File: src/gate_cfg_pkg.sv
/* Configuration constants for the SWD programming gate
   Timing defaults at a 12 MHz clock, key material and counter widths */
package gate_cfg_pkg;

    // ====================
    // Timing defaults
    // ====================

    // 115200 baud from 12 MHz
    localparam int DEF_BIT_CLKS         = 104;
    // Five and ten seconds
    localparam int DEF_RESPONSE_TIMEOUT = 60_000_000;
    localparam int DEF_BLINK_TIMEOUT    = 120_000_000;
    // Two second check window
    localparam int DEF_BLINK_WINDOW     = 24_000_000;
    // Accepted blink period, 300 ms to 500 ms
    localparam int DEF_BLINK_PERIOD_MIN = 3_600_000;
    localparam int DEF_BLINK_PERIOD_MAX = 6_000_000;
    localparam int MIN_BLINKS           = 4;

    // ====================
    // Authentication
    // ====================

    localparam logic [31:0] SECRET_KEY = 32'hDEAD_BEEF;
    localparam logic [31:0] LFSR_SEED  = 32'hACE1_BABE;
    // Feedback from bits 31, 21, 1 and 0
    localparam logic [31:0] LFSR_TAPS  = 32'h8020_0003;

    // Counter widths
    localparam int TIMER_W   = 27;
    localparam int PERIOD_W  = 23;
    localparam int BIT_CNT_W = 8;

endpackage

File: src/gate_proto_pkg.sv
/* Host protocol for the SWD programming gate
   Command byte codes and the controller state encoding */
package gate_proto_pkg;

    // ====================
    // Command bytes
    // ====================

    localparam logic [7:0] CMD_PROG_REQUEST = 8'h01;
    localparam logic [7:0] CMD_CHALLENGE    = 8'h02;
    localparam logic [7:0] CMD_RESPONSE     = 8'h03;
    localparam logic [7:0] CMD_AUTH_OK      = 8'h04;
    localparam logic [7:0] CMD_AUTH_FAIL    = 8'h05;

    // ====================
    // Controller states
    // ====================

    typedef enum logic [3:0] {
        IDLE,
        SEND_CHALLENGE,
        WAIT_RESPONSE,
        VERIFY,
        SEND_AUTH_OK,
        SEND_AUTH_FAIL,
        // Jam line low only while waiting for the blink pattern
        RELEASE_JAM,
        WAIT_BLINK,
        RESTORE_JAM
    } auth_state_t;

endpackage

File: src/uart_rx.sv
/* UART receiver, 8N1
   Synchronises the line, finds the start bit and shifts in the data LSB first */
`timescale 1ns/1ps

module uart_rx import gate_cfg_pkg::*; #(
    parameter int BIT_CLKS = DEF_BIT_CLKS
) (
    input  logic       CLK,
    input  logic       arst_n,
    input  logic       rx_line,
    output logic [7:0] rx_data,
    output logic       rx_valid
);

    localparam logic [BIT_CNT_W-1:0] FULL_BIT = BIT_CNT_W'(BIT_CLKS - 1);
    localparam logic [BIT_CNT_W-1:0] HALF_BIT = BIT_CNT_W'(BIT_CLKS / 2 - 1);

    typedef enum logic [1:0] {RX_IDLE, RX_START, RX_DATA, RX_STOP} rx_state_t;

    rx_state_t            state;
    logic                 rx_s1;
    logic                 rx_s2;
    logic [BIT_CNT_W-1:0] cnt;
    logic [2:0]           bit_idx;

    always_ff @(posedge CLK or negedge arst_n) begin
        if (!arst_n) begin
            rx_s1    <= 1'b1;
            rx_s2    <= 1'b1;
            state    <= RX_IDLE;
            cnt      <= '0;
            bit_idx  <= '0;
            rx_valid <= 1'b0;
        end else begin
            rx_s1    <= rx_line;
            rx_s2    <= rx_s1;
            rx_valid <= 1'b0;
            cnt      <= cnt + 1'b1;
            case (state)
                RX_IDLE: begin
                    cnt <= '0;
                    if (!rx_s2) state <= RX_START;
                end
                // Recheck at mid start bit, so glitches are dropped
                RX_START: if (cnt == HALF_BIT) begin
                    cnt     <= '0;
                    bit_idx <= '0;
                    state   <= rx_s2 ? RX_IDLE : RX_DATA;
                end
                RX_DATA: if (cnt == FULL_BIT) begin
                    cnt     <= '0;
                    bit_idx <= bit_idx + 1'b1;
                    if (bit_idx == 3'd7) state <= RX_STOP;
                end
                default: if (cnt == FULL_BIT) begin
                    rx_valid <= 1'b1;
                    state    <= RX_IDLE;
                end
            endcase
        end
    end

    // Data shift, sampled near bit centre
    always_ff @(posedge CLK) begin
        if (state == RX_DATA && cnt == FULL_BIT) rx_data <= {rx_s2, rx_data[7:1]};
    end

    a_valid_single: assert property (@(posedge CLK) disable iff (!arst_n)
        rx_valid |=> !rx_valid);

endmodule

File: src/uart_tx.sv
/* UART transmitter, 8N1
   Sends one byte per start pulse and flags busy until the stop bit ends */
`timescale 1ns/1ps

module uart_tx import gate_cfg_pkg::*; #(
    parameter int BIT_CLKS = DEF_BIT_CLKS
) (
    input  logic       CLK,
    input  logic       arst_n,
    input  logic [7:0] tx_data,
    input  logic       tx_start,
    output logic       tx_busy,
    output logic       tx_line
);

    localparam logic [BIT_CNT_W-1:0] FULL_BIT = BIT_CNT_W'(BIT_CLKS - 1);

    // Data bits then stop bit, shifted out from bit 0
    logic [8:0]           frame;
    logic [BIT_CNT_W-1:0] cnt;
    logic [3:0]           bit_idx;
    logic                 bit_end;

    assign bit_end = tx_busy && (cnt == FULL_BIT);

    always_ff @(posedge CLK or negedge arst_n) begin
        if (!arst_n) begin
            tx_busy <= 1'b0;
            tx_line <= 1'b1;
            cnt     <= '0;
            bit_idx <= '0;
        end else if (!tx_busy) begin
            cnt     <= '0;
            bit_idx <= '0;
            if (tx_start) begin
                tx_busy <= 1'b1;
                tx_line <= 1'b0;
            end
        end else if (bit_end) begin
            cnt <= '0;
            if (bit_idx == 4'd9) begin
                tx_busy <= 1'b0;
            end else begin
                tx_line <= frame[0];
                bit_idx <= bit_idx + 1'b1;
            end
        end else begin
            cnt <= cnt + 1'b1;
        end
    end

    always_ff @(posedge CLK) begin
        if (tx_start && !tx_busy) frame <= {1'b1, tx_data};
        else if (bit_end)         frame <= {1'b1, frame[8:1]};
    end

    a_no_start_busy: assert property (@(posedge CLK) disable iff (!arst_n)
        tx_start |-> !tx_busy);

endmodule

File: src/phase_timer.sv
/* Phase timeout counter, response or blink limit selected by timer_long */
`timescale 1ns/1ps

module phase_timer import gate_cfg_pkg::*; #(
    parameter int RESPONSE_TIMEOUT = DEF_RESPONSE_TIMEOUT,
    parameter int BLINK_TIMEOUT    = DEF_BLINK_TIMEOUT
) (
    input  logic CLK,
    input  logic arst_n,
    input  logic timer_clear,
    input  logic timer_long,
    output logic expired
);

    localparam logic [TIMER_W-1:0] SHORT_LIMIT = TIMER_W'(RESPONSE_TIMEOUT);
    localparam logic [TIMER_W-1:0] LONG_LIMIT  = TIMER_W'(BLINK_TIMEOUT);

    logic [TIMER_W-1:0] count;
    logic [TIMER_W-1:0] limit;

    assign limit   = timer_long ? LONG_LIMIT : SHORT_LIMIT;
    // Stale count is hidden during the clear cycle
    assign expired = !timer_clear && (count >= limit);

    always_ff @(posedge CLK or negedge arst_n) begin
        if (!arst_n)            count <= '0;
        else if (timer_clear)   count <= TIMER_W'(1);
        else if (count < limit) count <= count + 1'b1;
    end

endmodule

File: src/blink_detector.sv
/* Blink pattern detector
   Counts in-range periods of the target LED over one window while enabled */
`timescale 1ns/1ps

module blink_detector import gate_cfg_pkg::*; #(
    parameter int BLINK_WINDOW     = DEF_BLINK_WINDOW,
    parameter int BLINK_PERIOD_MIN = DEF_BLINK_PERIOD_MIN,
    parameter int BLINK_PERIOD_MAX = DEF_BLINK_PERIOD_MAX
) (
    input  logic CLK,
    input  logic arst_n,
    input  logic blink_in,
    input  logic blink_enable,
    output logic blink_ok
);

    localparam logic [TIMER_W-1:0]  WIN_END = TIMER_W'(BLINK_WINDOW);
    localparam logic [PERIOD_W-1:0] P_MIN   = PERIOD_W'(BLINK_PERIOD_MIN);
    localparam logic [PERIOD_W-1:0] P_MAX   = PERIOD_W'(BLINK_PERIOD_MAX);

    logic                blink_s1;
    logic                blink_s2;
    logic                blink_prev;
    logic                rise;
    logic                seen_edge;
    logic [PERIOD_W-1:0] period;
    logic [TIMER_W-1:0]  win_cnt;
    logic [3:0]          valid_cnt;
    logic                ok_q;

    assign rise     = blink_s2 && !blink_prev;
    assign blink_ok = blink_enable && ok_q;

    always_ff @(posedge CLK or negedge arst_n) begin
        if (!arst_n) begin
            blink_s1   <= 1'b0;
            blink_s2   <= 1'b0;
            blink_prev <= 1'b0;
        end else begin
            blink_s1   <= blink_in;
            blink_s2   <= blink_s1;
            blink_prev <= blink_s2;
        end
    end

    always_ff @(posedge CLK or negedge arst_n) begin
        if (!arst_n) begin
            seen_edge <= 1'b0;
            period    <= '0;
            win_cnt   <= '0;
            valid_cnt <= '0;
            ok_q      <= 1'b0;
        end else if (!blink_enable) begin
            seen_edge <= 1'b0;
            period    <= '0;
            win_cnt   <= '0;
            valid_cnt <= '0;
            ok_q      <= 1'b0;
        end else begin
            if (win_cnt != WIN_END) win_cnt <= win_cnt + 1'b1;
            // Decision lands exactly one window after enable
            if (win_cnt == WIN_END - 1'b1) ok_q <= (valid_cnt >= 4'(MIN_BLINKS));
            if (rise) begin
                // First edge only opens the first period
                seen_edge <= 1'b1;
                period    <= PERIOD_W'(1);
                if (seen_edge && period >= P_MIN && period <= P_MAX && valid_cnt != '1)
                    valid_cnt <= valid_cnt + 1'b1;
            end else if (period != '1) begin
                period <= period + 1'b1;
            end
        end
    end

    a_ok_after_window: assert property (@(posedge CLK) disable iff (!arst_n)
        blink_ok |-> blink_enable && (win_cnt == WIN_END));

endmodule

File: src/auth_controller.sv
/* Authentication controller
   Challenge LFSR, packet framing, response check and SWD jam line control */
`timescale 1ns/1ps

module auth_controller import gate_cfg_pkg::*, gate_proto_pkg::*; (
    input  logic       CLK,
    input  logic       arst_n,
    input  logic [7:0] rx_data,
    input  logic       rx_valid,
    output logic [7:0] tx_data,
    output logic       tx_start,
    input  logic       tx_busy,
    output logic       timer_clear,
    output logic       timer_long,
    input  logic       expired,
    output logic       blink_enable,
    input  logic       blink_ok,
    output logic       jam_ctrl
);

    auth_state_t state;
    logic [31:0] lfsr;
    logic [31:0] challenge;
    logic [31:0] response;
    logic [31:0] expected;
    logic [2:0]  byte_idx;
    logic        cmd_ok;
    logic        blink_done;
    logic        tx_ready;

    assign expected     = challenge ^ SECRET_KEY;
    assign tx_ready     = !tx_busy && !tx_start;
    assign timer_long   = (state == WAIT_BLINK);
    assign blink_enable = (state == WAIT_BLINK);

    // ====================
    // Challenge source
    // ====================

    always_ff @(posedge CLK or negedge arst_n) begin
        if (!arst_n) lfsr <= LFSR_SEED;
        else         lfsr <= {lfsr[30:0], ^(lfsr & LFSR_TAPS)};
    end

    // ====================
    // Main FSM
    // ====================

    always_ff @(posedge CLK or negedge arst_n) begin
        if (!arst_n) begin
            state       <= IDLE;
            challenge   <= '0;
            response    <= '0;
            byte_idx    <= '0;
            cmd_ok      <= 1'b0;
            blink_done  <= 1'b0;
            tx_data     <= '0;
            tx_start    <= 1'b0;
            timer_clear <= 1'b0;
            jam_ctrl    <= 1'b1;
        end else begin
            tx_start    <= 1'b0;
            timer_clear <= 1'b0;
            blink_done  <= blink_enable && (blink_ok || expired);
            case (state)
                IDLE: begin
                    byte_idx <= '0;
                    if (rx_valid && rx_data == CMD_PROG_REQUEST) begin
                        challenge <= lfsr;
                        state     <= SEND_CHALLENGE;
                    end
                end
                // Command byte, then challenge MSB first
                SEND_CHALLENGE: if (tx_ready) begin
                    tx_start <= 1'b1;
                    byte_idx <= byte_idx + 1'b1;
                    case (byte_idx)
                        3'd0: tx_data <= CMD_CHALLENGE;
                        3'd1: tx_data <= challenge[31:24];
                        3'd2: tx_data <= challenge[23:16];
                        3'd3: tx_data <= challenge[15:8];
                        default: begin
                            tx_data     <= challenge[7:0];
                            byte_idx    <= '0;
                            timer_clear <= 1'b1;
                            state       <= WAIT_RESPONSE;
                        end
                    endcase
                end
                WAIT_RESPONSE: begin
                    if (expired) begin
                        state <= IDLE;
                    end else if (rx_valid) begin
                        byte_idx <= byte_idx + 1'b1;
                        if (byte_idx == 3'd0) cmd_ok <= (rx_data == CMD_RESPONSE);
                        else                  response <= {response[23:0], rx_data};
                        if (byte_idx == 3'd4) begin
                            byte_idx <= '0;
                            state    <= cmd_ok ? VERIFY : SEND_AUTH_FAIL;
                        end
                    end
                end
                VERIFY: state <= (response == expected) ? SEND_AUTH_OK : SEND_AUTH_FAIL;
                // One status byte, then wait for its stop bit
                SEND_AUTH_OK, SEND_AUTH_FAIL: if (tx_ready) begin
                    if (byte_idx == 3'd0) begin
                        tx_data  <= (state == SEND_AUTH_OK) ? CMD_AUTH_OK : CMD_AUTH_FAIL;
                        tx_start <= 1'b1;
                        byte_idx <= 3'd1;
                    end else begin
                        byte_idx <= '0;
                        state    <= (state == SEND_AUTH_OK) ? RELEASE_JAM : IDLE;
                    end
                end
                RELEASE_JAM: begin
                    jam_ctrl    <= 1'b0;
                    timer_clear <= 1'b1;
                    state       <= WAIT_BLINK;
                end
                WAIT_BLINK: if (blink_done) begin
                    jam_ctrl <= 1'b1;
                    state    <= RESTORE_JAM;
                end
                // Detector and timer drop their phase here
                RESTORE_JAM: state <= IDLE;
                default: state <= IDLE;
            endcase
        end
    end

    a_jam_only_in_blink: assert property (@(posedge CLK) disable iff (!arst_n)
        !jam_ctrl |-> state == WAIT_BLINK);

    // Response and challenge stay put from VERIFY until the release
    a_release_needs_match: assert property (@(posedge CLK) disable iff (!arst_n)
        state == RELEASE_JAM |-> cmd_ok && response == expected);

endmodule

File: src/swd_gate_top.sv
/* SWD programming gate, top level
   UART challenge-response authentication in front of the SWD jam line */
`timescale 1ns/1ps

module swd_gate_top import gate_cfg_pkg::*; #(
    parameter int BIT_CLKS         = DEF_BIT_CLKS,
    parameter int RESPONSE_TIMEOUT = DEF_RESPONSE_TIMEOUT,
    parameter int BLINK_TIMEOUT    = DEF_BLINK_TIMEOUT,
    parameter int BLINK_WINDOW     = DEF_BLINK_WINDOW,
    parameter int BLINK_PERIOD_MIN = DEF_BLINK_PERIOD_MIN,
    parameter int BLINK_PERIOD_MAX = DEF_BLINK_PERIOD_MAX
) (
    input  logic CLK,
    input  logic arst_n,
    input  logic uart_rx,
    output logic uart_tx,
    input  logic blink_in,
    // High jams the SWD clock
    output logic jam_ctrl
);

    logic [7:0] rx_data;
    logic       rx_valid;
    logic [7:0] tx_data;
    logic       tx_start;
    logic       tx_busy;
    logic       timer_clear;
    logic       timer_long;
    logic       expired;
    logic       blink_enable;
    logic       blink_ok;

    uart_rx #(.BIT_CLKS(BIT_CLKS)) u_rx (
        .CLK      (CLK),
        .arst_n   (arst_n),
        .rx_line  (uart_rx),
        .rx_data  (rx_data),
        .rx_valid (rx_valid)
    );

    uart_tx #(.BIT_CLKS(BIT_CLKS)) u_tx (
        .CLK      (CLK),
        .arst_n   (arst_n),
        .tx_data  (tx_data),
        .tx_start (tx_start),
        .tx_busy  (tx_busy),
        .tx_line  (uart_tx)
    );

    phase_timer #(
        .RESPONSE_TIMEOUT (RESPONSE_TIMEOUT),
        .BLINK_TIMEOUT    (BLINK_TIMEOUT)
    ) u_timer (
        .CLK         (CLK),
        .arst_n      (arst_n),
        .timer_clear (timer_clear),
        .timer_long  (timer_long),
        .expired     (expired)
    );

    blink_detector #(
        .BLINK_WINDOW     (BLINK_WINDOW),
        .BLINK_PERIOD_MIN (BLINK_PERIOD_MIN),
        .BLINK_PERIOD_MAX (BLINK_PERIOD_MAX)
    ) u_blink (
        .CLK          (CLK),
        .arst_n       (arst_n),
        .blink_in     (blink_in),
        .blink_enable (blink_enable),
        .blink_ok     (blink_ok)
    );

    auth_controller u_ctrl (
        .CLK          (CLK),
        .arst_n       (arst_n),
        .rx_data      (rx_data),
        .rx_valid     (rx_valid),
        .tx_data      (tx_data),
        .tx_start     (tx_start),
        .tx_busy      (tx_busy),
        .timer_clear  (timer_clear),
        .timer_long   (timer_long),
        .expired      (expired),
        .blink_enable (blink_enable),
        .blink_ok     (blink_ok),
        .jam_ctrl     (jam_ctrl)
    );

endmodule

File: config.mk
export PLATFORM = sky130hd
export DESIGN_NAME = swd_gate_top
export DESIGN_NICKNAME = d
export VERILOG_FILES = /design/src/gate_cfg_pkg.sv /design/src/gate_proto_pkg.sv /design/src/uart_rx.sv /design/src/uart_tx.sv /design/src/phase_timer.sv /design/src/blink_detector.sv /design/src/auth_controller.sv /design/src/swd_gate_top.sv
export SDC_FILE = /design/constraint.sdc
export NUM_CORES = 1
export LEC_CHECK = 0
export BUFFER_PORTS_ARGS = -buffer_cell sky130_fd_sc_hd__buf_2
export CAP_MARGIN = 20
export CORE_MARGIN = 5
export CORE_UTILIZATION = 44
export DETAILED_ROUTE_END_ITERATION = 16
export PLACE_DENSITY_LB_ADDON = 0.15
export RECOVER_POWER = 50
export SYNTH_ARGS = -nofsm -noshare
export SYNTH_HDL_FRONTEND = slang
export SYNTH_SLANG_ARGS = --single-unit
export TNS_END_PERCENT = 1
File: constraint.sdc
create_clock -name CLK -period 7.75 [get_ports CLK]
set_clock_uncertainty 0.2 [all_clocks]
set_input_delay 1.9375 -clock CLK [delete_from_list [all_inputs] [get_ports CLK]]
set_output_delay 1.9375 -clock CLK [all_outputs]
set_load 0.01 [all_outputs]
# --- Yosys cells after proc, flatten, opt, wreduce, memory -nomap -nowiden ---
# Cells that the tools add are included.
word_totals:
  ff_bits: 248
  input_bits: 4
op_classes:
  add_sub_neg: 9
  n_lt_le_gt_ge: 5
  n_eq_ne: 47
  n_mux: 81
  bitwise_logic: 3
  n_reduce_logical: 44
ops:
  columns: ["cell", "count"]
  rows:
  - ["27-bit 2-to-1 mux", 5]
  - ["8-bit 2-to-1 mux", 9]
  - ["23-bit 2-to-1 mux", 3]
  - ["4-bit 2-to-1 mux", 15]
  - ["27-bit by 1-bit adder with 27-bit output (second input constant)", 2]
  - ["32-bit equality test", 1]
  - ["8-bit case mux with 4 select lines", 1]
  - ["32-bit parity", 1]
  - ["3-bit 2-to-1 mux", 10]
  - ["4-bit case mux with 7 select lines", 1]
  - ["27-bit by 25-bit equality test with 1-bit output (second input constant)", 1]
  - ["27-bit greater-or-equal comparator", 1]
  - ["27-bit < comparator", 1]
  - ["27-bit by 25-bit inequality test with 1-bit output (second input constant)", 1]
  - ["24-bit inverter", 1]
  - ["8-bit case mux with 3 select lines", 1]
  - ["23-bit by 1-bit adder with 23-bit output (second input constant)", 1]
  - ["23-bit by 22-bit greater-or-equal comparator with 1-bit output (second input constant)", 1]
  - ["23-bit less-or-equal comparator (second input constant)", 1]
  - ["1-bit 2-to-1 mux", 23]
  - ["23-bit inequality test (second input constant)", 1]
  - ["2-bit inequality test (second input constant)", 11]
  - ["8-bit by 1-bit adder with 8-bit output (second input constant)", 2]
  - ["4-bit by 3-bit equality test with 1-bit output (second input constant)", 4]
  - ["44 further kinds", 91]

# --- Depth between registers and ports, before layout ---
logic_depth:
  ltp_word: 7
  mapped_depth: 15
  ltp_nobuf: 10

# --- Cells and area by module ---
# From an unflattened synthesis, not the netlist that was laid out.
hier_totals:
  hier_cells: 1102
  area_unflattened_um2: 12203.0
modules_own_cells:
  columns: ["module", "n_inst", "cells_per_inst", "area_per_inst_um2", "seq_area_each_um2"]
  rows:
  - ["auth_controller", 1, 364, 4859.7, 2927.8]
  - ["blink_detector", 1, 346, 3306.9, 1476.4]
  - ["phase_timer", 1, 220, 1958.1, 675.6]
  - ["uart_tx", 1, 94, 1071.0, 591.8]
  - ["uart_rx", 1, 78, 1007.2, 643.1]

# --- Worst setup path before layout ---
# No wires, ideal clock.
synth_path:
  kind: "flip-flop to flip-flop"
  start: "register u_ctrl.state[1]"
  end: "register u_ctrl.response[10]"
  setup_time_ps: 125
  t_arrival_ps: 3280
  t_required_ps: 7425
  path_slack_ps: 4145
  stages_incl_launch_ff: 16
  path_buffers: 5
  period_less_slack_ps: 3605
  path_cell_list: "dfrtp_1 > buf_2 > and4b_1 > buf_2 > clkinv_1 > buf_1 > ha_1 > or4_1 > o221ai_2 > nand2_1 > o211ai_2 > and2_1 > buf_4 > nand4_4 > buf_6 > mux2_4"
synth_between:
  elab_chain_len: 6
  word_cells_on_any_way: 7
synth_rtl:
  columns: ["item", "line_no", "source"]
  rows:
  - ["start: declaration", "auth_controller.sv:21", "auth_state_t state;"]
  - ["start signal: assignment", "auth_controller.sv:99", "state <= cmd_ok ? VERIFY : SEND_AUTH_FAIL;"]
  - ["start signal: assignment", "auth_controller.sv:103", "VERIFY: state <= (response == expected) ? SEND_AUTH_OK : SEND_AUTH_FAIL;"]
  - ["start signal: assignment", "auth_controller.sv:112", "state <= (state == SEND_AUTH_OK) ? RELEASE_JAM : IDLE;"]
  - ["4-bit by 3-bit equality test with 1-bit output", "auth_controller.sv:33", "assign timer_long = (state == WAIT_BLINK);"]
  - ["27-bit 2-to-1 mux", "phase_timer.sv:21", "assign limit = timer_long ? LONG_LIMIT : SHORT_LIMIT;"]
  - ["27-bit greater-or-equal comparator", "phase_timer.sv:23", "assign expired = !timer_clear && (count >= limit);"]
  - ["1-bit logical AND", "phase_timer.sv:23", null]
  - ["1-bit inverter (no line)", null, null]
  - ["4-bit AND reduction (no line) (*)", null, null]
  - ["end signal: assignment", "auth_controller.sv:96", "else response <= {response[23:0], rx_data};"]
  - ["end: declaration", "auth_controller.sv:24", "logic [31:0] response;"]
# Every way passes the cells marked *; elsewhere a longest branch is shown, timed or not.
# A chain may end at the register's enable or synchronous reset.

# --- Final worst setup path ---
layout_path:
  start: "register u_ctrl.state[1]"
  end: "register u_ctrl.response[7]"
# Same word-level chain as after synthesis.

==> impl_metrics.tcl <==
set metrics [dict create \
    hold_class "reg2reg" \
    crit_chain "and4b_1, clkinv_1, ha_1, or4_1, o221ai_2, nand2_1, o211ai_2, and2_1, nand4_4, mux2_4" \
    tns_ns 0 \
    hp-start "u_blink.blink_s1" \
    path_buf_inv 1 \
    p_switching_mw 0.551 \
    die_x_um 172 \
    yosysMostFrequentCell "dfrtp_1" \
    dieHeight_um 172 \
    dr.first_iter.drc_count 424 \
    p_int_mw 2.24 \
    async_flop_share_pct 93.5 \
    first_pass_iters 5 \
    rows 59 \
    dieArea_um2 29700 \
    critPathLaunchType "flop" \
    clk_latency_ns 0.53 \
    critical_path_class "reg2reg" \
    gp_congestion 0.841 \
    syn_area_per_cell_um2 11.4 \
    p_clk_share_pct 52.2 \
    overflow 0 \
    cts_resized 0 \
    synthTopCellsByCount "dfrtp_1 (209), nor2_1 (116), xor2_1 (84), nand2_1 (66), nand3_1 (45)" \
    num-nets-final 1062 \
    synthCells 1021 \
    grt_start_max_net_pins 135 \
    tightest_slew_ns 1.95 \
    cp-startpoint "u_ctrl.state[1]" \
    rrSetupSlack_ns 3.04 \
    yosysSeqAreaShare_pct 54.4 \
    power_frac_comb_pct 0.9 \
    syn-cell-area_um2 11600 \
    pin_count 6 \
    status "complete, but fails checks" \
    regToRegStartpoint "u_ctrl.state[1]" \
    drt_wl_total_mm 22.6 \
    synth_edf_count 16 \
    crit_required_ns 7.95 \
    setup_viol 0 \
    endpoint_kind "flop" \
    cts_tree "built" \
    cts_hold_repair.buffers 0 \
    slowest_stage "nand4_4" \
    crit_family "simple AND/OR/NAND/NOR gates" \
    p_per_area_nw_per_um2 214 \
    syn_to_final_growth_pct 12.1 \
    drv_cap 2 \
    fin_crit_sh_pct 60.8 \
    clock_path_buffers 3 \
    layout_min_cycle_time_ns 4.71 \
    yosysWarnings 0 \
    start_util_pct 44.7 \
    antenna_found_initial 0 \
    clk_pin_slew_ns 0.06 \
    synth.net_count 1053 \
    synth_top_cell_by_area "dfrtp_1" \
    total_leakage_power_nw 5.86 \
    dr_total_vias 7362 \
    violations "capacitance limit, slew limit" \
    hold_ws_ns 0.150 \
    fin_ws_ns 3.04 \
    first_global_vias 7326 \
    cts_root_buf "clkbuf_16" \
    hold_violations 0 \
    synth_area_leaders "dfrtp_1 (45%), xor2_1 (6.3%), dfstp_2 (5.2%), edfxtp_1 (4.1%), mux2_4 (3.9%)" \
    rsz0062_at_grt "false" \
    finalPower_mw 2.79 \
    cts_sinks 248 \
    fp.coreArea_um2 26000 \
    p_sw_share_pct 19.8 \
    cp_max_fo 32 \
    cts-buffers-inserted 28 \
    vias_per_cell 5.31 \
    postCtsSetupRepairBufs 0 \
    p_seq_share_pct 46.9 \
    grt.total_usage_pct 15.6 \
    fmax_mhz 212 \
    vdd_drop_max_v 0.000155 \
    pre_cts_ws_ns 3.07 \
    cts_htree_levels 1 \
    synth-seq-cells 248 \
    wire_per_inst_um 16.3 \
    crit_path_max_incr_delay_ns 0.69 \
    antenna_cells 0 \
    antenna_left 0 \
    drc 0 \
    final_max_slew_viol_count 68 \
    cp.arrival_ns 4.92 \
    dp_hpwl_mm 14.9 \
    port_buffers 5 \
    drive_gt1_share_pct 13.8 \
    grt_pass1_wl_mm 38.3 \
    dominantRegCellSynth "dfrtp_1" \
    synth_cell_types 68 \
    max_slew_margin_pct -29.8 \
    synth_top_area_share_pct 45.1 \
]
[worst paths after layout]
path	end	cells after the start
max in group asynchronous	u_rx.state[0]	2
worst max-delay path	u_ctrl.response[7]	10
min in group asynchronous	u_tx.cnt[6]	1
worst min-delay path	u_blink.blink_s2	0
worst min register to register	u_blink.blink_s2	0
worst max register to register	u_ctrl.response[7]	10
[cell usage in the layout, fill, tap and decap left out, drive strengths merged, types with 4 or more instances in the layout]
master	n
a21o	5
a21oi	29
a222oi	7
a31oi	12
and2	16
and3	14
and4	5
buf	8
bufinv	4
clkbuf	45
clkinv	6
dfrtp	209
dfstp	23
edfxtp	16
ha	28
inv	29
mux2	73
mux2i	8
nand2	66
nand2b	11
nand3	45
nand3b	4
nand4	37
nor2	116
nor2b	11
nor3	11
nor4	16
o21ai	24
or3	6
or4	5
xnor2	37
xor2	84
[cell type report]
class                   instances  area [um2]
multi-input cells             711        5030
inverters                      30         113
clock inverters                10         156
fillers                      2350       13000
repair buffers                 11        81.3
well taps                     335         419
clock buffers                  42         896
flip-flops and latches        248        6310
[cells by family (layout without fill, tap and decap cells)]
group                    after synthesis  after routing  share of synthesized area, %
multiplexers                          81             81                          8.74
adder cells (fa/ha/maj)               28             28                          3.02
AND/OR/NAND/NOR                      376            376                          16.4
flip-flops                           248            248                          54.4
buffers and inverters                 62             93                          2.27
AO/OA/AOI/OAI                        105            105                          6.01
XOR/XNOR                             121            121                          9.13
[routing by layer]
layer | up-vias | global-route usage (%) | wire, um
met4 | 0 | 3.62 | 458
met1 | 3663 | 23.9 | 11700
met3 | 28 | 2.54 | 701
met5 | - | 0 | 0
met2 | 71 | 23.3 | 9790
li1 | 3600 | - | -
[sequential cells by signal (all words and copies together) (netlist names), 4 cells and up]
| signal | flops |
|---|---|
| u_blink.period | 23 |
| u_blink.valid_cnt | 4 |
| u_blink.win_cnt | 27 |
| u_ctrl.challenge | 32 |
| u_ctrl.lfsr | 32 |
| u_ctrl.response | 32 |
| u_ctrl.state | 4 |
| u_ctrl.tx_data | 8 |
| u_rx.cnt | 8 |
| u_rx.rx_data | 8 |
| u_timer.count | 27 |
| u_tx.bit_idx | 4 |
| u_tx.cnt | 8 |
| u_tx.frame | 8 |
[power groups by stage]
stage                     combinational (mW)  sequential, mW  clock [mW]
after floorplan                     0.000665            1.33           0
after global routing                  0.0319            1.31        1.55
after CTS                             0.0282            1.31        1.49
after detailed placement              0.0282            1.33           0
final                                 0.0259            1.31        1.46
after global placement                0.0281            1.33           0
[stage by stage]
| step | instance area [um2] | std cells | util (%) |
|---|---|---|---|
| 2_1_floorplan | 11600 | 1021 | - |
| 4_1_cts | 13000 | 1387 | 50.1 |
| 6_report | 13000 | 1387 | 50.1 |
| 5_1_grt | 13000 | 1387 | 50.1 |
| 3_5_place_dp | 12000 | 1335 | 46.1 |
| 3_3_place_gp | 12000 | 1335 | 46.1 |
Note: power is estimated with default switching activity, not from simulation.
